`src/rv_consts.svh`:
```
`ifndef RV_CONSTS_SVH
`define RV_CONSTS_SVH

// datapath width, also the byte address width
`define XLEN 32

// instruction word width
`define INST_LEN 32

// gpr index width
// 32 architectural registers
`define REG_ADDRWIDTH 5

// addi x0, x0, 0
// reset value and bubble filler for the inst field
`define INST_NOP 32'h00000013

// local data memory size in 32-bit words
// 1 KiB total, address bits above this wrap
`define DMEM_WORDS 256

`endif

```
`src/rv_types_pkg.sv`:
```
`default_nettype none

`include "rv_consts.svh"

package rv_types_pkg;

  // data word, also used for byte addresses
  typedef logic [`XLEN-1:0] xlen_t;

  // raw instruction word
  typedef logic [`INST_LEN-1:0] inst_t;

  // gpr index
  // zero means the slot writes nothing
  typedef logic [`REG_ADDRWIDTH-1:0] reg_addr_t;

  // word index into the data memory
  typedef logic [$clog2(`DMEM_WORDS)-1:0] dmem_addr_t;

  // one enable per byte lane of a data word
  typedef logic [`XLEN/8-1:0] byte_en_t;

endpackage

`default_nettype wire

```
`src/stage_if.sv`:
```
`timescale 1ns/1ps
`default_nettype none

// one instruction slot between two pipeline stages
// no handshake, a new slot every cycle
interface stage_if;

  // instruction address
  rv_types_pkg::xlen_t pc;

  // instruction word, nop for bubbles
  rv_types_pkg::inst_t inst;

  // destination gpr
  // zero for stores and bubbles
  rv_types_pkg::reg_addr_t rd_addr;

  // load data or alu result
  rv_types_pkg::xlen_t data;

  // producing stage
  modport src (
    output pc,
    output inst,
    output rd_addr,
    output data
  );

  // consuming stage
  modport dst (
    input pc,
    input inst,
    input rd_addr,
    input data
  );

endinterface

`default_nettype wire

```
`src/wb_regfile.sv`:
```
`timescale 1ns/1ps
`default_nettype none

`include "rv_consts.svh"

module wb_regfile (
  input  wire logic                    clk,
  input  wire logic                    reset_i,
  stage_if.dst                         in_if,
  input  wire rv_types_pkg::reg_addr_t rf_raddr_i,
  output rv_types_pkg::xlen_t          rf_rdata_o
);

  // architectural register count
  localparam int num_regs = 1 << `REG_ADDRWIDTH;

  // storage for x1..x31 only
  // x0 has none
  rv_types_pkg::xlen_t regs [1:num_regs-1];

  logic wr_en;

  // rd zero marks a slot without writeback
  assign wr_en = (in_if.rd_addr != '0);

  // write lands at the edge
  // visible on the read port right after
  always_ff @(posedge clk) begin
    if (reset_i) begin
      for (int i = 1; i < num_regs; i++) begin
        regs[i] <= '0;
      end
    end else if (wr_en) begin
      regs[in_if.rd_addr] <= in_if.data;
    end
  end

  // combinational debug read
  // x0 decoded to zero here
  always_comb begin
    if (rf_raddr_i == '0) begin
      rf_rdata_o = '0;
    end else begin
      rf_rdata_o = regs[rf_raddr_i];
    end
  end

endmodule

`default_nettype wire

```
`src/flat_wrapper.sv`:
```
// flat-port wrapper written by rule: the top's interface ports become plain ports
module wb_regfile_flat 
  (clk, reset_i, rf_raddr_i, rf_rdata_o, in_if_pc, in_if_inst, in_if_rd_addr, in_if_data);
  stage_if in_if_i ();
  input  wire logic clk;
  input  wire logic reset_i;
  input  wire rv_types_pkg::reg_addr_t rf_raddr_i;
  output rv_types_pkg::xlen_t rf_rdata_o;
  input wire logic [$bits(in_if_i.pc)-1:0] in_if_pc;
  input wire logic [$bits(in_if_i.inst)-1:0] in_if_inst;
  input wire logic [$bits(in_if_i.rd_addr)-1:0] in_if_rd_addr;
  input wire logic [$bits(in_if_i.data)-1:0] in_if_data;
  assign in_if_i.pc = in_if_pc;
  assign in_if_i.inst = in_if_inst;
  assign in_if_i.rd_addr = in_if_rd_addr;
  assign in_if_i.data = in_if_data;
  wb_regfile u_core (.clk(clk), .reset_i(reset_i), .in_if(in_if_i), .rf_raddr_i(rf_raddr_i), .rf_rdata_o(rf_rdata_o));
endmodule
```
`config.mk`:
```
export PLATFORM = sky130hd
export DESIGN_NAME = wb_regfile_flat
export DESIGN_NICKNAME = d
export VERILOG_FILES = /design/src/rv_types_pkg.sv /design/src/stage_if.sv /design/src/wb_regfile.sv /design/src/flat_wrapper.sv
export VERILOG_INCLUDE_DIRS = /design/src
export SDC_FILE = /design/constraint.sdc
export NUM_CORES = 1
export LEC_CHECK = 0
export BUFFER_PORTS_ARGS = -buffer_cell sky130_fd_sc_hd__buf_2
export CAP_MARGIN = 20
export CORE_MARGIN = 5
export CORE_UTILIZATION = 30
export CTS_BUF_LIST = sky130_fd_sc_hd__clkbuf_4 sky130_fd_sc_hd__clkbuf_8 sky130_fd_sc_hd__clkbuf_16
export CTS_CLUSTER_DIAMETER = 150
export DETAILED_ROUTE_END_ITERATION = 8
export SLEW_MARGIN = 20
export SYNTH_ARGS = -nofsm -noshare
export SYNTH_HDL_FRONTEND = slang
export SYNTH_SLANG_ARGS = --single-unit
```
`constraint.sdc`:
```
create_clock -name clk -period 7.4 [get_ports clk]
set_clock_uncertainty 0.2 [all_clocks]
set_input_delay 1.85 -clock clk [delete_from_list [all_inputs] [get_ports clk]]
set_output_delay 1.85 -clock clk [all_outputs]
set_load 0.01 [all_outputs]
```
==> results of run 1 <==
## through the flow
| step | hold WS [ns] | util | instances | instance area (µm²) |
|---|---|---|---|---|
| 6_report | 1.50 | 0.343 | 5127 | 52700 |
| 5_1_grt | 1.50 | 0.343 | 5116 | 52700 |
| 4_1_cts | 1.46 | 0.342 | 5111 | 52600 |
| 3_5_place_dp | 2.18 | 0.320 | 4916 | 49100 |
| 3_3_place_gp | 2.18 | 0.320 | 4916 | 49100 |
| 2_1_floorplan | 1.75 | - | 2984 | 46300 |
## metal layers
| layer | part of all wire | GRT usage | vias up |
|---|---|---|---|
| met5 | 0.00022 | 0 | - |
| met4 | 0.029 | 0.0491 | 4 |
| met3 | 0.063 | 0.0226 | 184 |
| met2 | 0.47 | 0.237 | 828 |
| met1 | 0.44 | 0.212 | 13003 |
| li1 | - | - | 10993 |
## synthesized netlist by cell type (all sizes together)
cell type,number,share of area
edfxtp,1024,0.67
and2,993,0.13
clkbuf,245,0.020
mux4,194,0.095
mux2i,124,0.027
a22o,62,0.012
buf,55,0.0087
nor2,35,0.0028
nor3,33,0.0036
o22ai,32,0.0043
or2,31,0.0042
a2111oi,30,0.0082
a211oi,30,0.0049
o221ai,30,0.0057
nand2,7,0.00057
nand3b,5,0.00081
nor2b,4,0.00054
or3b,4,0.00076
nand3,3,0.00032
or3,3,0.00041
a21boi,2,0.00032
and3,2,0.00027
and4,2,0.00038
nor4,2,0.00027
conb,1,0.000081
## critical path, stage by stage
cell and delay [ns]:
sky130_fd_sc_hd__buf_4 0.29, sky130_fd_sc_hd__or3_2 0.77, sky130_fd_sc_hd__buf_12 0.26, sky130_fd_sc_hd__o22ai_1 0.28, sky130_fd_sc_hd__a2111oi_1 0.11, sky130_fd_sc_hd__buf_4 0.19, sky130_fd_sc_hd__nor3_1 0.45, sky130_fd_sc_hd__buf_4 0.20
sky130_fd_sc_hd__buf_2 0.12
## cell families after synthesis
| kind of cell | synth area share |
|---|---|
| buffers and inverters | 0.0286 |
| DFF | 0.665 |
| and+or+nand+nor | 0.149 |
| other | 0.0000811 |
| AOI/OAI and AO/OA | 0.0352 |
| muxes | 0.121 |
## final cells by class
class / instances / area (µm²)
antenna: 12 / 30.0
clock buffer: 137 / 3010
clock inverter: 58 / 478
fill: 14629 / 101000
multi-input combinational: 1660 / 14400
sequential: 1024 / 30700
tap: 2044 / 2560
timing repair buffer: 192 / 1530
## power by group through the flow
| stage | Clock (µW) | Combinational [µW] | Sequential [µW] |
|---|---|---|---|
| floorplan | 0 | 617 | 6880 |
| global placement | 0 | 1040 | 6910 |
| detailed placement | 0 | 1050 | 6920 |
| CTS | 5450 | 1050 | 6800 |
| global route | 5700 | 1100 | 6830 |
| finish | 5370 | 1040 | 6800 |
## placed cells by master (no fill, tap or decap), types with 3 or more instances in the layout
master                      Yosys  routed
sky130_fd_sc_hd__edfxtp_1    1024    1024
sky130_fd_sc_hd__and2_1       993     992
sky130_fd_sc_hd__mux4_2       194     194
sky130_fd_sc_hd__mux2i_1      124     124
sky130_fd_sc_hd__clkbuf_16      0     113
sky130_fd_sc_hd__buf_4         17      99
sky130_fd_sc_hd__buf_2         22      71
sky130_fd_sc_hd__a22o_1        62      62
sky130_fd_sc_hd__nor2_2         0      32
sky130_fd_sc_hd__o22ai_1       32      32
sky130_fd_sc_hd__nor3_1        33      32
sky130_fd_sc_hd__conb_1         1      32
sky130_fd_sc_hd__or2_2         31      31
sky130_fd_sc_hd__o221ai_1      30      30
sky130_fd_sc_hd__a211oi_1      30      30
sky130_fd_sc_hd__clkinv_1       0      30
sky130_fd_sc_hd__clkbuf_4       0      24
sky130_fd_sc_hd__buf_12         0      20
sky130_fd_sc_hd__clkinv_2       0      19
sky130_fd_sc_hd__a2111oi_2     16      16
sky130_fd_sc_hd__a2111oi_1     13      13
sky130_fd_sc_hd__diode_2        0      12
sky130_fd_sc_hd__bufinv_16      0       9
sky130_fd_sc_hd__nand2_1        7       7
sky130_fd_sc_hd__nand3b_1       5       5
sky130_fd_sc_hd__or3b_2         4       4
sky130_fd_sc_hd__nand3_1        3       3
sky130_fd_sc_hd__nor2_1        35       3
## worst max-delay path by stage
stage,slack (ns),start,cells after the start,to
floorplan,1.90,rf_raddr_i[0],6,rf_rdata_o[11]
global placement,0.64,rf_raddr_i[1],9,rf_rdata_o[0]
detailed placement,0.69,rf_raddr_i[1],9,rf_rdata_o[0]
CTS,0.69,rf_raddr_i[1],9,rf_rdata_o[0]
global route,0.55,rf_raddr_i[1],9,rf_rdata_o[0]
finish,0.73,rf_raddr_i[1],9,rf_rdata_o[0]
==> out/metrics.cfg, run 1 <==
[status]
outcome=completed

[timing]
max_clock_freq_mhz=150
final-hold-violation-count=0
slew_headroom=0.255
worst_slew_pin_slew_ns=1.12
rsz0062_at_grt=false
finalMaxSlewViolations=0
timing.final.crit_period_ns=6.67
fin_crit_sh=0.901
final_critical_path_setup_slack_ns=0.732
fin_tns_setup_ns=0
final_number_of_setup_violating_endpoints=0

[worst_setup_path]
timing.critical_path.required_ns=5.35
critPathKind=primary input to output pin
worstSetupEndpointType=output pin
timing.critical_path.fanout_max=35
worst_ep_arrival_time_ns=4.62
setup.worst_path.start_class=primary input

[run]
maxCapViolations=0

[detailed_routing]
detailroute.via_count=25012
avgRoutedWirePerCell_um=24.2
detail_route.first_pass.iterations=7
initialDrtViolationCount=2434
detail_route.drc_violations=0
post_drt_via_cell_ratio=4.88
postRouteWirelength_um=124000
ant_nets=0

[cts]
cts_hold_buffers=0
clock_path_buffers=3
clk_pin_slew_ns=0.06
root_buffer=sky130_fd_sc_hd__clkbuf_16
cts.sinks=1024
ctsHtreeMaxLevel=3
clock_tree_from_tritoncts=yes
post_cts.repair.setup_buffers=0
cts_resized=0
cts-buffers-inserted=107

[pwr]
pwr_density_cell_mw_per_mm2=251
netSwitchingFraction=0.223
switching_power_uw=2950
power.share.clock=0.407
p_comb_frac=0.078
p_int_uw=10300
ir_drop_uv=181
share_seq_of_total_power=0.515
power_uw=13200
leakage_uw=0.0182

[global_routing]
first_global_vias=25617
initial_antenna_violation_count=14
global_route_wire_length_before_repair_um=180000
gr_util_all_layers=0.150
grt_start_max_net_pins=58
global_route.overflow_total=0

[floorplan]
io-pin-count=140
floorplan.initialDensity=0.301
fp.dieW_um=402
placementRows=144
design.die.area_mm2=0.162
die_y_um=402
core_region_area_mm2=0.154

[min_path]
hp-class=primary input to flop
whs_path_depth=1
hold-path-endpoint=u_core.regs[0][16]
min_from=in_if_data[16]

[cells_and_area]
top_register=u_core.regs
number_of_flip_flops_under_the_largest_register_name=1024
layout_cell_share_with_drive_strength_beyond_1=0.208
flow.area_growth_from_synthesis_pct=14.1
largestRegisters=u_core.regs: 1024 flops
nNetsFinal=3093

[yosys]
syn_avg_cell_area_um2=15.6
warnings_synthesis=0
postSynthCellCount=2953
syn_area_mm2=0.0462
ys_types=30
synth-seq-cells=1024
synth.yosys.seq_area_share=0.665

[placement]
gp_congestion=0.775
port-buffer-count=75
place_hpwl_um=71000
post_place_worst_slack_ns=0.690

No activity file was read; power rests on OpenSTA's default activity.
==> run 2, diff against run 1 <==
PLACE_DENSITY = 0.44   (was default)
RECOVER_POWER = 100   (was default)
==> run 2 against run 1 <==
  * The run now ends with capacitance limit, slew limit left
  * Die area unchanged
  * Via count up 3.7%
  * Clock-buffer cell count increased by 10
  * Design area shrank 0.20%
  * Sequential cell count is the same
  * First-iteration DRC count increased by 2.5%
  * Sequential power about the same
  * Routed wire length rose by 21%
  * Hold slack improved by 0.25 ns
  * Non-clock buffer count grew 18
  * Clock power grew 0.9%
  * Combinational power hardly changed
  * Critical endpoint is now u_core.regs[19][10]
  * Largest power group unchanged
==> out/metrics.cfg, run 2 (synthesis results as in run 1) <==
[timing]
final_number_of_setup_violating_endpoints=0  ; unchanged
finalMaxSlewViolations=1371  ; +1371
fin_tns_setup_ns=0  ; unchanged
max_clock_freq_mhz=140  ; -6.7%
fin_hold_ws_ns=1.75  ; +0.252 ns
timing.final.crit_period_ns=7.14  ; +0.477 ns
worst_slew_pin_slew_ns=3.39  ; +2.28 ns
rsz0062_at_grt=false
slew_headroom=-1.26  ; -1.52
final-hold-violation-count=0  ; unchanged
fin_crit_sh=0.966  ; +0.0644

[cts]
ctsHtreeMaxLevel=3  ; unchanged
clock_path_buffers=3  ; unchanged
cts_hold_buffers=0  ; unchanged
root_buffer=sky130_fd_sc_hd__clkbuf_16
cts.sinks=1024  ; unchanged
cts_resized=0  ; unchanged
clk_pin_slew_ns=0.06  ; about the same
clock_tree_from_tritoncts=yes
cts-buffers-inserted=111  ; +3.7%
post_cts.repair.setup_buffers=0  ; unchanged

[detailed_routing]
detail_route.drc_violations=0  ; unchanged
initialDrtViolationCount=2494  ; +2.5%
detailroute.via_count=25939  ; +3.7%
ant_nets=0  ; unchanged
post_drt_via_cell_ratio=5.03  ; +3.1%
avgRoutedWirePerCell_um=29.1  ; +20%
detail_route.first_pass.iterations=5  ; -2
postRouteWirelength_um=150000  ; +21%

[pwr]
power_uw=13300  ; +0.50%
pwr_density_cell_mw_per_mm2=252  ; +0.70%
ir_drop_uv=174  ; -3.8%
leakage_uw=0.0174  ; -4.3%

[global_routing]
gr_util_all_layers=0.182  ; +0.0324
grt_start_max_net_pins=65  ; +12%
global_route.overflow_total=0  ; unchanged
global_route_wire_length_before_repair_um=208000  ; +16%
initial_antenna_violation_count=33  ; +19
first_global_vias=27114  ; +5.8%

[cells_and_area]
final_common_cell=sky130_fd_sc_hd__edfxtp_1
number_of_flip_flops_under_the_largest_register_name=1024  ; unchanged
layout_cell_share_with_drive_strength_beyond_1=0.176  ; -0.0317
layout_common_cells=sky130_fd_sc_hd__edfxtp_1, sky130_fd_sc_hd__and2_1, sky130_fd_sc_hd__and2_0, sky130_fd_sc_hd__mux4_2, sky130_fd_sc_hd__mux2i_1
top_register=u_core.regs
non_filler_cell_area_final_mm2=0.0526  ; -0.20%
largestRegisters=u_core.regs: 1024 flops
nNetsFinal=3115  ; +0.71%
fillCellCount=14719  ; +0.62%
flow.area_growth_from_synthesis_pct=13.8
final_cells=5155  ; +0.55%

[worst_setup_path]
worstSetupEndpointType=flop
critPathKind=primary input to flop
timing.critical_path.fanout_max=35  ; unchanged
worst_ep_arrival_time_ns=7.29  ; +2.67 ns
timing.critical_path.required_ns=7.54  ; +2.19 ns
setup.worst_path.start_class=primary input

[floorplan]
design.die.area_mm2=0.162  ; unchanged
fp.dieW_um=402  ; unchanged
die_y_um=402  ; unchanged
placementRows=144  ; unchanged
io-pin-count=140  ; unchanged
core_region_area_mm2=0.154  ; unchanged
floorplan.initialDensity=0.301  ; unchanged

[min_path]
hp-class=primary input to flop

[status]
violations=capacitance limit, slew limit
outcome=finished with violations

[placement]
gp_congestion=0.757  ; -2.3%
dp.cells=4938  ; +0.45%
placement.cell_area_mm2=0.0493  ; +0.48%
port-buffer-count=75  ; unchanged
place_hpwl_um=89200  ; +26%

[run]
maxCapViolations=50  ; +50

## run 2: cell count changes in the layout (fill, tap and decap cells not counted), moves of 4 or more
cell and delta:
sky130_fd_sc_hd__clkbuf_2 +11, sky130_fd_sc_hd__buf_12 -11, sky130_fd_sc_hd__and2_1 -476, sky130_fd_sc_hd__and2_0 +476, sky130_fd_sc_hd__buf_4 -32, sky130_fd_sc_hd__buf_2 -45
sky130_fd_sc_hd__or2_0 +12, sky130_fd_sc_hd__nor2_2 -31, sky130_fd_sc_hd__bufinv_16 -4, sky130_fd_sc_hd__clkinv_2 -4, sky130_fd_sc_hd__nor2_4 +28, sky130_fd_sc_hd__clkbuf_4 +8
sky130_fd_sc_hd__clkbuf_1 +94, sky130_fd_sc_hd__or2_2 -15
## run 2: routing by layer
layer  GRT usage  wire (µm)  vias to the layer above
li1            -          -                    11048
met1       0.251      65100                    13701
met2       0.292      70100                      957
met3      0.0381      10700                      223
met4      0.0509       4090                       10
met5           0         68                        -
## run 2: per-stage QoR
step	utilization	setup slack, ns
after floorplan	-	1.90
after global placement	0.321	0.611
after detailed placement	0.321	0.599
after CTS	0.344	0.596
after global routing	0.342	0.263
final	0.342	0.255
## run 2: where the power goes
part	switching, µW	internal [µW]	leakage [µW]
Sequential	83.5	6720	0.00977
Combinational	689	362	0.00590
Clock	2300	3120	0.00176
## run 2: final cells by class
type / instances / area, µm² / area share
clock inverters: 55 / 374 / 0.00711
multi-input cells: 1660 / 14500 / 0.276
flip-flops and latches: 1024 / 30700 / 0.585
diodes: 15 / 37.5 / 0.000714
well taps: 2044 / 2560 / 0.0486
repair buffers: 210 / 1250 / 0.0239
clock buffers: 147 / 3140 / 0.0596
## run 2: final timing paths
check | start | end | slack, ns | cells past startpoint
max | reset_i | u_core.regs[19][10] | 0.26 | 6
min | in_if_data[19] | u_core.regs[0][19] | 1.75 | 1
## run 2: critical path, stage by stage
cell and delay (ns):
sky130_fd_sc_hd__clkbuf_1 0.83, sky130_fd_sc_hd__nand3b_1 0.99, sky130_fd_sc_hd__nor2_4 0.25, sky130_fd_sc_hd__clkbuf_1 1.86, sky130_fd_sc_hd__or2_2 0.75, sky130_fd_sc_hd__clkbuf_4 0.63
