### config.mk
export PLATFORM = sky130hd
export DESIGN_NAME = mem_wb_flat
export DESIGN_NICKNAME = d
export VERILOG_FILES = /design/src/rv_types_pkg.sv /design/src/stage_if.sv /design/src/mem_wb.sv /design/src/flat_wrapper.sv
export VERILOG_INCLUDE_DIRS = /design/src
export SDC_FILE = /design/constraint.sdc
export NUM_CORES = 1
export LEC_CHECK = 0
export ABC_CLOCK_PERIOD_IN_PS = 2000
export BUFFER_PORTS_ARGS = -buffer_cell sky130_fd_sc_hd__buf_2
export CAP_MARGIN = 10
export CORE_MARGIN = 2
export CORE_UTILIZATION = 46
export DETAILED_ROUTE_END_ITERATION = 8
export GPL_TIMING_DRIVEN = 0
export PLACE_DENSITY = 0.87
export SYNTH_ARGS = -nofsm -noshare
export SYNTH_HDL_FRONTEND = slang
export SYNTH_SLANG_ARGS = --single-unit
export TNS_END_PERCENT = 100
### constraint.sdc
create_clock -name clk -period 2 [get_ports clk]
set_input_delay 0.3 -clock clk [delete_from_list [all_inputs] [get_ports clk]]
set_output_delay 0.3 -clock clk [all_outputs]
set_load 0.02 [all_outputs]
### src/rv_consts.svh
`ifndef RV_CONSTS_SVH
`define RV_CONSTS_SVH

// datapath width, also the byte address width
`define XLEN 32

// instruction word width
`define INST_LEN 32

// gpr index width
// 32 architectural registers
`define REG_ADDRWIDTH 5

// addi x0, x0, 0
// reset value and bubble filler for the inst field
`define INST_NOP 32'h00000013

// local data memory size in 32-bit words
// 1 KiB total, address bits above this wrap
`define DMEM_WORDS 256

`endif

### src/rv_types_pkg.sv
`default_nettype none

`include "rv_consts.svh"

package rv_types_pkg;

  // data word, also used for byte addresses
  typedef logic [`XLEN-1:0] xlen_t;

  // raw instruction word
  typedef logic [`INST_LEN-1:0] inst_t;

  // gpr index
  // zero means the slot writes nothing
  typedef logic [`REG_ADDRWIDTH-1:0] reg_addr_t;

  // word index into the data memory
  typedef logic [$clog2(`DMEM_WORDS)-1:0] dmem_addr_t;

  // one enable per byte lane of a data word
  typedef logic [`XLEN/8-1:0] byte_en_t;

endpackage

`default_nettype wire

### src/stage_if.sv
`timescale 1ns/1ps
`default_nettype none

// one instruction slot between two pipeline stages
// no handshake, a new slot every cycle
interface stage_if;

  // instruction address
  rv_types_pkg::xlen_t pc;

  // instruction word, nop for bubbles
  rv_types_pkg::inst_t inst;

  // destination gpr
  // zero for stores and bubbles
  rv_types_pkg::reg_addr_t rd_addr;

  // load data or alu result
  rv_types_pkg::xlen_t data;

  // producing stage
  modport src (
    output pc,
    output inst,
    output rd_addr,
    output data
  );

  // consuming stage
  modport dst (
    input pc,
    input inst,
    input rd_addr,
    input data
  );

endinterface

`default_nettype wire

### src/mem_wb.sv
`timescale 1ns/1ps
`default_nettype none

`include "rv_consts.svh"

module mem_wb (
  input  wire logic clk,
  input  wire logic reset_i,
  input  wire logic stall_i,
  input  wire logic flush_i,
  stage_if.dst      in_if,
  stage_if.src      out_if
);

  // pipeline field registers
  rv_types_pkg::xlen_t     pc_q;
  rv_types_pkg::inst_t     inst_q;
  rv_types_pkg::reg_addr_t rd_addr_q;
  rv_types_pkg::xlen_t     data_q;

  // stall wins over flush
  // flush loads a bubble, same values as reset
  always_ff @(posedge clk) begin
    if (reset_i) begin
      pc_q      <= '0;
      inst_q    <= `INST_NOP;
      rd_addr_q <= '0;
      data_q    <= '0;
    end else if (!stall_i) begin
      if (flush_i) begin
        pc_q      <= '0;
        inst_q    <= `INST_NOP;
        // rd zero, the bubble writes no gpr
        rd_addr_q <= '0;
        data_q    <= '0;
      end else begin
        pc_q      <= in_if.pc;
        inst_q    <= in_if.inst;
        rd_addr_q <= in_if.rd_addr;
        data_q    <= in_if.data;
      end
    end
  end

  // towards writeback
  assign out_if.pc      = pc_q;
  assign out_if.inst    = inst_q;
  assign out_if.rd_addr = rd_addr_q;
  assign out_if.data    = data_q;

  // a stalled edge leaves the whole slot untouched, flush included
  a_stall_holds: assert property (@(posedge clk) disable iff (reset_i)
    stall_i |=> ($stable(out_if.pc) && $stable(out_if.inst) &&
                 $stable(out_if.rd_addr) && $stable(out_if.data)))
    else $error("mem/wb slot changed during stall");

endmodule

`default_nettype wire

### src/flat_wrapper.sv
// flat-port wrapper written by rule: the top's interface ports become plain ports
module mem_wb_flat 
  (clk, reset_i, stall_i, flush_i, in_if_pc, in_if_inst, in_if_rd_addr, in_if_data, out_if_pc, out_if_inst, out_if_rd_addr, out_if_data);
  stage_if in_if_i ();
  stage_if out_if_i ();
  input  wire logic clk;
  input  wire logic reset_i;
  input  wire logic stall_i;
  input  wire logic flush_i;
  input wire logic [$bits(in_if_i.pc)-1:0] in_if_pc;
  input wire logic [$bits(in_if_i.inst)-1:0] in_if_inst;
  input wire logic [$bits(in_if_i.rd_addr)-1:0] in_if_rd_addr;
  input wire logic [$bits(in_if_i.data)-1:0] in_if_data;
  output wire logic [$bits(out_if_i.pc)-1:0] out_if_pc;
  output wire logic [$bits(out_if_i.inst)-1:0] out_if_inst;
  output wire logic [$bits(out_if_i.rd_addr)-1:0] out_if_rd_addr;
  output wire logic [$bits(out_if_i.data)-1:0] out_if_data;
  assign in_if_i.pc = in_if_pc;
  assign in_if_i.inst = in_if_inst;
  assign in_if_i.rd_addr = in_if_rd_addr;
  assign in_if_i.data = in_if_data;
  assign out_if_pc = out_if_i.pc;
  assign out_if_inst = out_if_i.inst;
  assign out_if_rd_addr = out_if_i.rd_addr;
  assign out_if_data = out_if_i.data;
  mem_wb u_core (.clk(clk), .reset_i(reset_i), .stall_i(stall_i), .flush_i(flush_i), .in_if(in_if_i), .out_if(out_if_i));
endmodule
==> impl_metrics.env, run 1 <==
export IMPL_outcome="complete, no violations"
export IMPL_syn_to_final_growth_pct=33.55
export IMPL_post_cts_resized=0
export IMPL_die_h_um=98.31
export IMPL_die_width_um=98.31
export IMPL_top_usage_layer="met2"
export IMPL_ys_seq_elements=101
export IMPL_fin_skew_ns=0
export IMPL_htreeDepth=3
export IMPL_tns_ns=0
export IMPL_yosysWarnings=0
export IMPL_setup_violations=0
export IMPL_yosys_top_cells_area="dfxtp_1, nand2b_1, o22ai_1"
export IMPL_vdd_drop_max_uv=410.4
export IMPL_grt_use_total=0.2214
export IMPL_hpwl_mm=8.388
export IMPL_max_freq_mhz=845.0
export IMPL_die_area_um2=9665
export IMPL_syn_area_um2=4091
export IMPL_nFillCells=772
export IMPL_seq_power_share=0.511
export IMPL_finalPower_mw=4.167
export IMPL_p_comb_frac=0.152
export IMPL_wl_per_cell_um=14.35
export IMPL_critPathKind="flop to primary output"
export IMPL_vias=3914
export IMPL_drc=0
export IMPL_numCtsBuffers=9
export IMPL_io_pins=206
export IMPL_swShare=0.2633
export IMPL_via_per_inst=5.031
export IMPL_num_antenna_cells=0
export IMPL_cp_required_ns=1.70
export IMPL_cts_sinks=101
export IMPL_path_max_fanout=2
export IMPL_worstMarginPinSlew_ns=0.4392
export IMPL_grt_first_pass_wirelength_mm=17.60
export IMPL_grt_met2_usage=0.3825
export IMPL_power_static_leakage_nw=2.449
export IMPL_grt_pass1_vias=3755
export IMPL_antenna_found_initial=0
export IMPL_initial_utilization=0.4715
export IMPL_wl_mm=11.17
export IMPL_post_cts_buffers=0
export IMPL_yosysTopAreaCell="dfxtp_1"
export IMPL_pwr_density_cell_nw_per_um2=762.6
export IMPL_fin_area_um2=5464
export IMPL_cts_tree="yes"
export IMPL_path_clk_slew_ns=0.10
export IMPL_port_buffers=204
export IMPL_startpoint_type="flop"
export IMPL_gp_congestion=0.7862
export IMPL_hold_path_class="primary input to flop"
export IMPL_finalHoldViolCount=0
export IMPL_worstPathCellList="buf_2"
export IMPL_ys_seq_area_frac=0.4942
export IMPL_p_int_mw=3.070
export IMPL_maxCapViolations=0
export IMPL_rows=34
export IMPL_drive_gt1_frac=0.4104
export IMPL_rsz0062_at_grt="false"
export IMPL_synth_nets=555
export IMPL_synth_cell_type_count=14
export IMPL_syn_avg_cell_area_um2=9.092
export IMPL_final_cells=778
export IMPL_worst_path_largest_cell_delay_ns=0.36
export IMPL_grt_max_degree=17
export IMPL_cp_arrival_ns=0.88
export IMPL_grt_met3_usage=0.06371
export IMPL_finalMaxSlewViolations=0
export IMPL_slowest_stage="dfxtp_1"
export IMPL_final_net_count=770
export IMPL_core_area_um2=8678
export IMPL_min_period_over_period=0.5917
export IMPL_hold_buffers=0
export IMPL_critPathBufInv=1
export IMPL_clockBufferDepth=2
export IMPL_maxSlewHeadroom=0.7072
export IMPL_crit_path_end_kind="primary output"
export IMPL_yosys_area_top_type_share=0.4942
export IMPL_netSwitchingPower_mw=1.097
export IMPL_crit_family="flip-flops"
export IMPL_postSynthCellCount=450
export IMPL_placed_area_um2=5248
export IMPL_drt_iter0_drc=94
export IMPL_min_period_ns=1.183
export IMPL_ant_nets=0
export IMPL_clkPwrFrac=0.337
export IMPL_cts_root_buf="clkbuf_8"
export IMPL_grt_ovfl_total=0
export IMPL_drt_pass1_iter_count=4
export IMPL_clock_latency_ns=0.35
export IMPL_use_met1=0.2663
export IMPL_placed_cells_incl_taps=762
-- cell usage in the layout, fill, tap and decap left out, drive strengths merged, types with 2 or more instances in the layout --
cell type	Yosys	routed
bufinv	0	2
nand2	98	98
nor3b	3	3
nand2b	97	97
clkbuf	18	29
a21oi	4	4
clkinv	0	2
dfxtp	101	101
o22ai	97	97
nor2	4	4
buf	26	230
-- metal layers --
metal | part of all wire | routed length [um] | vias up
li1 | - | - | 1945
met1 | 0.42 | 4657 | 1797
met2 | 0.49 | 5493 | 147
met3 | 0.068 | 756 | 25
met4 | 0.023 | 261 | 0
met5 | 0 | 0 | -
-- worst paths after layout --
kind,cells past startpoint,slack [ns],endpoint,startpoint
hold reg to reg,2,0.47,u_core.out_if.data[28]$_SDFFE_PP0N_,u_core.out_if.data[28]$_SDFFE_PP0N_
hold / removal,3,0.20,u_core.out_if.pc[26]$_SDFFE_PP0N_,in_if_pc[26]
setup / recovery,1,0.82,out_if_pc[4],u_core.out_if.pc[4]$_SDFFE_PP0N_
setup reg to reg,2,1.30,u_core.out_if.inst[0]$_SDFFE_PP1N_,u_core.out_if.inst[0]$_SDFFE_PP1N_
-- cells by family after synthesis --
group | synth area share
AND/OR/NAND/NOR | 0.2511
AO/OA/AOI/OAI | 0.1991
flip-flops | 0.4942
buffers and inverters | 0.05566
-- power groups by stage --
stage	sequential (mW)	combinational, mW	clock [mW]
finish	2.13	0.632	1.40
CTS	2.13	0.635	1.43
floorplan	2.27	0.282	0
global placement	2.17	0.618	0
detailed placement	2.18	0.635	0
global route	2.14	0.685	1.52
-- flip-flops by register name (all words and copies together) (netlist names) --
signal / cells
u_core.out_if.data: 32
u_core.out_if.inst: 32
u_core.out_if.pc: 32
u_core.out_if.rd_addr: 5
-- cells in the mapped netlist --
library cell and n:
dfxtp_1 101, nand2_1 98, nand2b_1 97, o22ai_1 67
o22ai_2 30, buf_2 20, clkbuf_1 18, a21oi_1 4
buf_6 4, nor2_1 4, nor3b_1 3, buf_4 2
or2_1 1, or3b_2 1
-- area by class of cell --
| cell class | instances | area, um^2 | share of cell area |
|---|---|---|---|
| Tap cell | 108 | 135.1 | 0.02473 |
| Multi-Input combinational cell | 305 | 1842 | 0.3371 |
| Timing Repair Buffer | 204 | 1021 | 0.1869 |
| Clock inverter | 5 | 85.08 | 0.01557 |
| Buffer | 44 | 227.7 | 0.04168 |
| Clock buffer | 11 | 131.4 | 0.02404 |
| Sequential cell | 101 | 2022 | 0.3700 |
-- through the flow --
step	hold WS (ns)	util	setup WS, ns
2_1_floorplan	0.4522	-	0.9206
5_1_grt	0.1777	0.6296	0.7518
3_5_place_dp	0.4641	0.6047	0.5622
6_report	0.1996	0.6296	0.8165
4_1_cts	0.1861	0.6296	0.8031
3_3_place_gp	0.4513	0.6047	0.6088
No activity file was read; power rests on OpenSTA's default activity.
==> inputs of run 2 (changes only) <==
ABC_AREA = 1   (was default)
ABC_CLOCK_PERIOD_IN_PS = 1100   (was 2000)
CORE_UTILIZATION = 43   (was 46)
PLACE_DENSITY = 0.85   (was 0.87)
clock period = 1.1 ns   (was 2 ns; I/O delays follow)
==> run 2 against run 1 <==
Effect of this change: first-iteration DRC count rose by 29%; flip-flop and latch count did not move; die area fell by 9.2%; global-route usage fell by 0.60 points; critical path depth did not move; sequential power rose by 82%; via count fell by 7.2%; utilization fell by 0.83 points; clock power rose by 76%; largest power group unchanged.
==> impl_metrics.env, run 2 <==
export IMPL_outcome="complete, no violations"
export IMPL_min_period_ns=1.034
export IMPL_r2r_setup_slack_ns=0.42
export IMPL_hpwl_mm=7.250
export IMPL_synth_cell_type_count=11
export IMPL_cp_required_ns=0.94
export IMPL_power_static_leakage_nw=2.298
export IMPL_clockBufferDepth=2
export IMPL_finalWorstSetupSlack_ns=0.06638
export IMPL_startpoint_type="flop"
export IMPL_cts_root_buf="clkbuf_8"
export IMPL_worstPathCellList="buf_2"
export IMPL_drc=0
export IMPL_numCtsBuffers=9
export IMPL_ys_flop_type="dfxtp_1"
export IMPL_port_buffers=204
export IMPL_ys_top_cells_by_count="nand2_1, dfxtp_1, a21oi_1, buf_2, clkbuf_1"
export IMPL_cp_arrival_ns=0.87
export IMPL_finalHoldViolCount=0
export IMPL_timing_rr_start="u_core.out_if.pc[7]$_SDFFE_PP0N_"
export IMPL_cts_sinks=101
export IMPL_syn_avg_cell_area_um2=7.875
export IMPL_seq_power_share=0.534
export IMPL_synth_edf_count=0
export IMPL_clock_latency_ns=0.33
export IMPL_placed_cells_incl_taps=745
export IMPL_worst_path_largest_cell_delay_ns=0.36
export IMPL_grt_ovfl_total=0
export IMPL_yosys_area_top_type_share=0.5849
export IMPL_crit_family="flip-flops"
export IMPL_drt_iter0_drc=121
export IMPL_io_pins=206
export IMPL_fin_skew_ns=0
export IMPL_crit_path_end_kind="primary output"
export IMPL_final_net_count=759
export IMPL_htreeDepth=3
export IMPL_die_width_um=93.67
export IMPL_die_area_um2=8773
export IMPL_core_area_um2=7767
export IMPL_grt_max_degree=17
export IMPL_vdd_drop_max_uv=895.0
export IMPL_yosys_cell_count_top_type="nand2_1"
export IMPL_postSynthCellCount=439
export IMPL_synthArstFlopShare=0
export IMPL_hold_path_class="primary input to flop"
export IMPL_final_cells=761
export IMPL_min_from="in_if_inst[1]"
export IMPL_synth_nets=544
export IMPL_p_comb_frac=0.125
export IMPL_setup_violations=0
export IMPL_post_cts_buffers=0
export IMPL_pwr_density_cell_nw_per_um2=1502
export IMPL_drive_gt1_frac=0.3596
export IMPL_min_period_over_period=0.9397
export IMPL_cts_tree="yes"
export IMPL_critPathKind="flop to primary output"
export IMPL_final_cell_mix="buf_2, nand2_1, dfxtp_1"
export IMPL_wl_mm=9.627
export IMPL_maxSlewHeadroom=0.6980
export IMPL_via_per_inst=4.775
export IMPL_grt_use_total=0.2155
export IMPL_antenna_found_initial=0
export IMPL_rr_worst_depth=2
export IMPL_path_clk_slew_ns=0.09
export IMPL_yosys_top_cells_area="dfxtp_1, nand2_1, a21oi_1"
export IMPL_syn_to_final_growth_pct=39.59
export IMPL_pre_cts_ws_ns=-0.2054
export IMPL_swShare=0.2506
export IMPL_yosysTopAreaCell="dfxtp_1"
export IMPL_layout_commonest_cell="buf_2"
export IMPL_critPathBufInv=1
export IMPL_finalMaxSlewViolations=0
export IMPL_min_to="u_core.out_if.inst[1]$_SDFFE_PP1N_"
export IMPL_grt_pass1_vias=3445
export IMPL_die_h_um=93.67
export IMPL_holdPathStages=3
export IMPL_drt_pass1_iter_count=4
export IMPL_vias=3634
export IMPL_holdWs_ns=0.03829
export IMPL_ant_nets=0
export IMPL_netSwitchingPower_mw=1.817
export IMPL_rsz0062_at_grt="false"
export IMPL_gp_congestion=0.7846
export IMPL_p_int_mw=5.431
export IMPL_grt_first_pass_wirelength_mm=15.08
export IMPL_rows=32
export IMPL_num_antenna_cells=0
export IMPL_worstMarginPinSlew_ns=0.4530
export IMPL_clkPwrFrac=0.341
export IMPL_wl_per_cell_um=12.65
export IMPL_path_max_fanout=2
export IMPL_path_depth=1
export IMPL_syn_area_um2=3457
export IMPL_reg2reg_to="u_core.out_if.pc[7]$_SDFFE_PP0N_"
export IMPL_initial_utilization=0.4451
export IMPL_ys_seq_area_frac=0.5849
export IMPL_max_freq_mhz=967.5
export IMPL_maxCapViolations=0
export IMPL_ys_seq_elements=101
export IMPL_yosysWarnings=0
export IMPL_slowest_stage="dfxtp_1"
[run 2: cell types whose count changed after synthesis, sizes merged, moves of 2 or more]
cell	change
a21oi	+94
clkbuf	-7
nor2	-3
o21ai	+3
inv	+2
o22ai	-97
buf	-5
nor3b	-3
nand3	+3
nand2	+101
nand2b	-97
[run 2: area by class of cell]
type / count / area [um^2]
buffer: 32 / 148.9
clock buffer: 10 / 127.6
clock inverter: 6 / 87.58
fill: 695 / 2942
inverter: 2 / 7.507
multi-input combinational: 304 / 1279
sequential: 101 / 2022
tap: 102 / 127.6
timing repair buffer: 204 / 1026
[run 2: kinds of logic after synthesis]
kind of cell	after synthesis	share of synthesized area
buffers and inverters	34	0.04524
DFF	101	0.5849
AOI/OAI and AO/OA	101	0.1462
and+or+nand+nor	203	0.2237
[run 2: how the worst max path moves through the flow]
stage                                             from                                  end  slack, ns
floorplan                                      reset_i  u_core.out_if.inst[21]$_SDFFE_PP0N_       0.25
global placement                               stall_i    u_core.out_if.pc[21]$_SDFFE_PP0N_      -0.12
detailed placement                             stall_i   u_core.out_if.inst[5]$_SDFFE_PP0N_      -0.21
CTS                  u_core.out_if.pc[17]$_SDFFE_PP0N_                        out_if_pc[17]       0.04
global route        u_core.out_if.data[1]$_SDFFE_PP0N_                       out_if_data[1]       0.01
finish              u_core.out_if.inst[3]$_SDFFE_PP0N_                       out_if_inst[3]       0.07
[run 2: metal layers]
layer / vias up / GRT usage / wire (um)
met3: 10 / 0.05136 / 802
met4: 0 / 0.08696 / 125
met2: 148 / 0.3933 / 4800
met1: 1651 / 0.2398 / 3900
li1: 1825 / - / -
met5: - / 0 / 0
[run 2: power by group through the flow]
stage               Sequential, mW  Combinational [mW]  Clock (mW)
floorplan                     4.13               0.309           0
global placement              3.94               0.886           0
detailed placement            3.95               0.908           0
CTS                           3.87               0.911        2.53
global route                  3.89               0.999        2.68
finish                        3.87               0.908        2.47
[run 2: stage by stage]
step / instance area, um^2 / utilization / setup TNS [ns] / power [mW]
after floorplan: 3457 / - / 0 / 4.435
after global placement: 4606 / 0.5929 / -7.194 / 4.830
after detailed placement: 4606 / 0.5929 / -10.67 / 4.860
after CTS: 4821 / 0.6207 / 0 / 7.311
after global routing: 4826 / 0.6213 / 0 / 7.564
final: 4826 / 0.6213 / 0 / 7.247
[run 2: what timing repair did]
action                                 CTS  global route
endpoints found under the hold margin    0             0
setup endpoints to repair                0             2
hold buffers                             0             0
resized for setup                        0             2
==> inputs of run 3 (changes only) <==
CTS_BUF_LIST = sky130_fd_sc_hd__clkbuf_4 sky130_fd_sc_hd__clkbuf_8 sky130_fd_sc_hd__clkbuf_16   (was default)
==> run 3 against run 2 <==
Effect of this change: cell count unchanged; clock-buffer cell count is the same; fmax barely moved; die area did not move; flip-flop and latch count did not move; global-route usage did not move.
==> impl_metrics.env, run 3 (synthesis results as in run 2) <==
export IMPL_numCtsBuffers=9
export IMPL_finalHoldViolCount=0
export IMPL_clock_latency_ns=0.33
export IMPL_num_antenna_cells=0
export IMPL_final_cell_mix="buf_2, nand2_1, dfxtp_1"
export IMPL_fin_skew_ns=0
export IMPL_worstMarginPinSlew_ns=0.4533
export IMPL_port_buffers=204
export IMPL_layout_commonest_cell="buf_2"
export IMPL_maxCapViolations=0
export IMPL_slowest_stage="dfxtp_1"
export IMPL_outcome="complete, no violations"
export IMPL_final_net_count=759
export IMPL_die_area_um2=8773
export IMPL_grt_use_total=0.2155
export IMPL_vias=3629
export IMPL_critPathKind="flop to primary output"
export IMPL_finalMaxSlewViolations=0
export IMPL_pre_cts_ws_ns=-0.2054
export IMPL_maxSlewHeadroom=0.6978
export IMPL_min_period_ns=1.034
export IMPL_post_cts_buffers=0
export IMPL_holdWs_ns=0.03568
export IMPL_grt_max_degree=17
export IMPL_crit_family="flip-flops"
export IMPL_drt_pass1_iter_count=4
export IMPL_cp_required_ns=0.94
export IMPL_worst_path_largest_cell_delay_ns=0.36
export IMPL_hpwl_mm=7.250
export IMPL_critPathBufInv=1
export IMPL_drc=0
export IMPL_cts_tree="yes"
export IMPL_startpoint_type="flop"
export IMPL_wl_per_cell_um=12.66
export IMPL_path_max_fanout=2
export IMPL_setup_violations=0
export IMPL_rows=32
export IMPL_gp_congestion=0.7846
export IMPL_wl_mm=9.635
export IMPL_cts_sinks=101
export IMPL_vdd_drop_max_uv=894.9
export IMPL_antenna_found_initial=0
export IMPL_grt_ovfl_total=0
export IMPL_core_area_um2=7767
export IMPL_via_per_inst=4.769
export IMPL_cp_arrival_ns=0.87
export IMPL_max_freq_mhz=967.4
export IMPL_grt_first_pass_wirelength_mm=15.08
export IMPL_regArea_um2=2022
export IMPL_power_static_leakage_nw=2.302
export IMPL_min_period_over_period=0.9397
export IMPL_initial_utilization=0.4451
export IMPL_die_h_um=93.67
export IMPL_drt_iter0_drc=121
export IMPL_htreeDepth=3
export IMPL_io_pins=206
export IMPL_pwr_density_cell_nw_per_um2=1506
export IMPL_finalWorstSetupSlack_ns=0.06635
export IMPL_grt_pass1_vias=3445
export IMPL_path_clk_slew_ns=0.10
export IMPL_crit_path_end_kind="primary output"
export IMPL_worstPathCellList="buf_2"
export IMPL_cts_root_buf="clkbuf_8"
export IMPL_nFillCells=697
export IMPL_die_width_um=93.67
export IMPL_syn_to_final_growth_pct=39.70
export IMPL_multi_input_area_um2=1279
export IMPL_clockBufferDepth=2
export IMPL_drive_gt1_frac=0.3612
export IMPL_ant_nets=0
export IMPL_hold_path_class="primary input to flop"
export IMPL_rsz0062_at_grt="false"
==> run 3: cell count changes in the layout (fill, tap and decap cells not counted) <==
cell      change
clkbuf_4      +1
clkbuf_1      -1
==> run 3: final timing paths <==
| check | slack [ns] | cells after the start | startpoint | to |
|---|---|---|---|---|
| worst min-delay path | 0.04 | 3 | in_if_inst[1] | u_core.out_if.inst[1]$_SDFFE_PP1N_ |
| worst min register to register | 0.47 | 2 | u_core.out_if.pc[2]$_SDFFE_PP0N_ | u_core.out_if.pc[2]$_SDFFE_PP0N_ |
| worst max register to register | 0.42 | 2 | u_core.out_if.pc[7]$_SDFFE_PP0N_ | u_core.out_if.pc[7]$_SDFFE_PP0N_ |
| worst max-delay path | 0.07 | 1 | u_core.out_if.inst[3]$_SDFFE_PP0N_ | out_if_inst[3] |
==> run 3: layout make-up <==
type                            instances  area share
Sequential cell                       101      0.4187
Clock inverter                          6     0.01813
Timing Repair Buffer                  204      0.2124
Clock buffer                           10     0.02720
Multi-Input combinational cell        304      0.2648
Buffer                                 32     0.03083
Inverter                                2    0.001554
Tap cell                              102     0.02642
==> run 3: routing by layer <==
| metal | share of wire | vias to the layer above | global-route usage | routed length, um |
|---|---|---|---|---|
| met5 | 0 | - | 0 | 0 |
| met4 | 0.013 | 0 | 0.08696 | 125 |
| met3 | 0.082 | 10 | 0.05136 | 786 |
| met2 | 0.50 | 144 | 0.3933 | 4809 |
| met1 | 0.41 | 1650 | 0.2398 | 3914 |
| li1 | - | 1825 | - | - |
==> run 3: stage by stage <==
step | TNS, ns | total power [mW] | std cells | cell area [um^2] | utilization
after floorplan | 0 | 4.435 | 439 | 3457 | -
after global placement | -7.194 | 4.830 | 745 | 4606 | 0.5929
after detailed placement | -10.67 | 4.860 | 745 | 4606 | 0.5929
after CTS | 0 | 7.336 | 761 | 4825 | 0.6211
after global routing | 0 | 7.589 | 761 | 4830 | 0.6218
final | 0 | 7.272 | 761 | 4830 | 0.6218
==> run 3: worst register-to-register path, cell delays in order (launching register included) <==
cell     delay (ns)
dfxtp_1        0.36
nand2_1        0.07
a21oi_1        0.18
==> run 3: timing repair <==
item,in CTS,in global routing
hold buffers,0,0
gates resized for setup,0,2
endpoints found under the setup margin,0,2
==> run 3: power by group <==
| part | total (mW) | switching (mW) | internal (mW) |
|---|---|---|---|
| combinational | 0.908 | 0.558 | 0.350 |
| sequential | 3.87 | 0.0717 | 3.80 |
| clock | 2.49 | 1.19 | 1.31 |
| total | 7.27 | 1.82 | 5.46 |
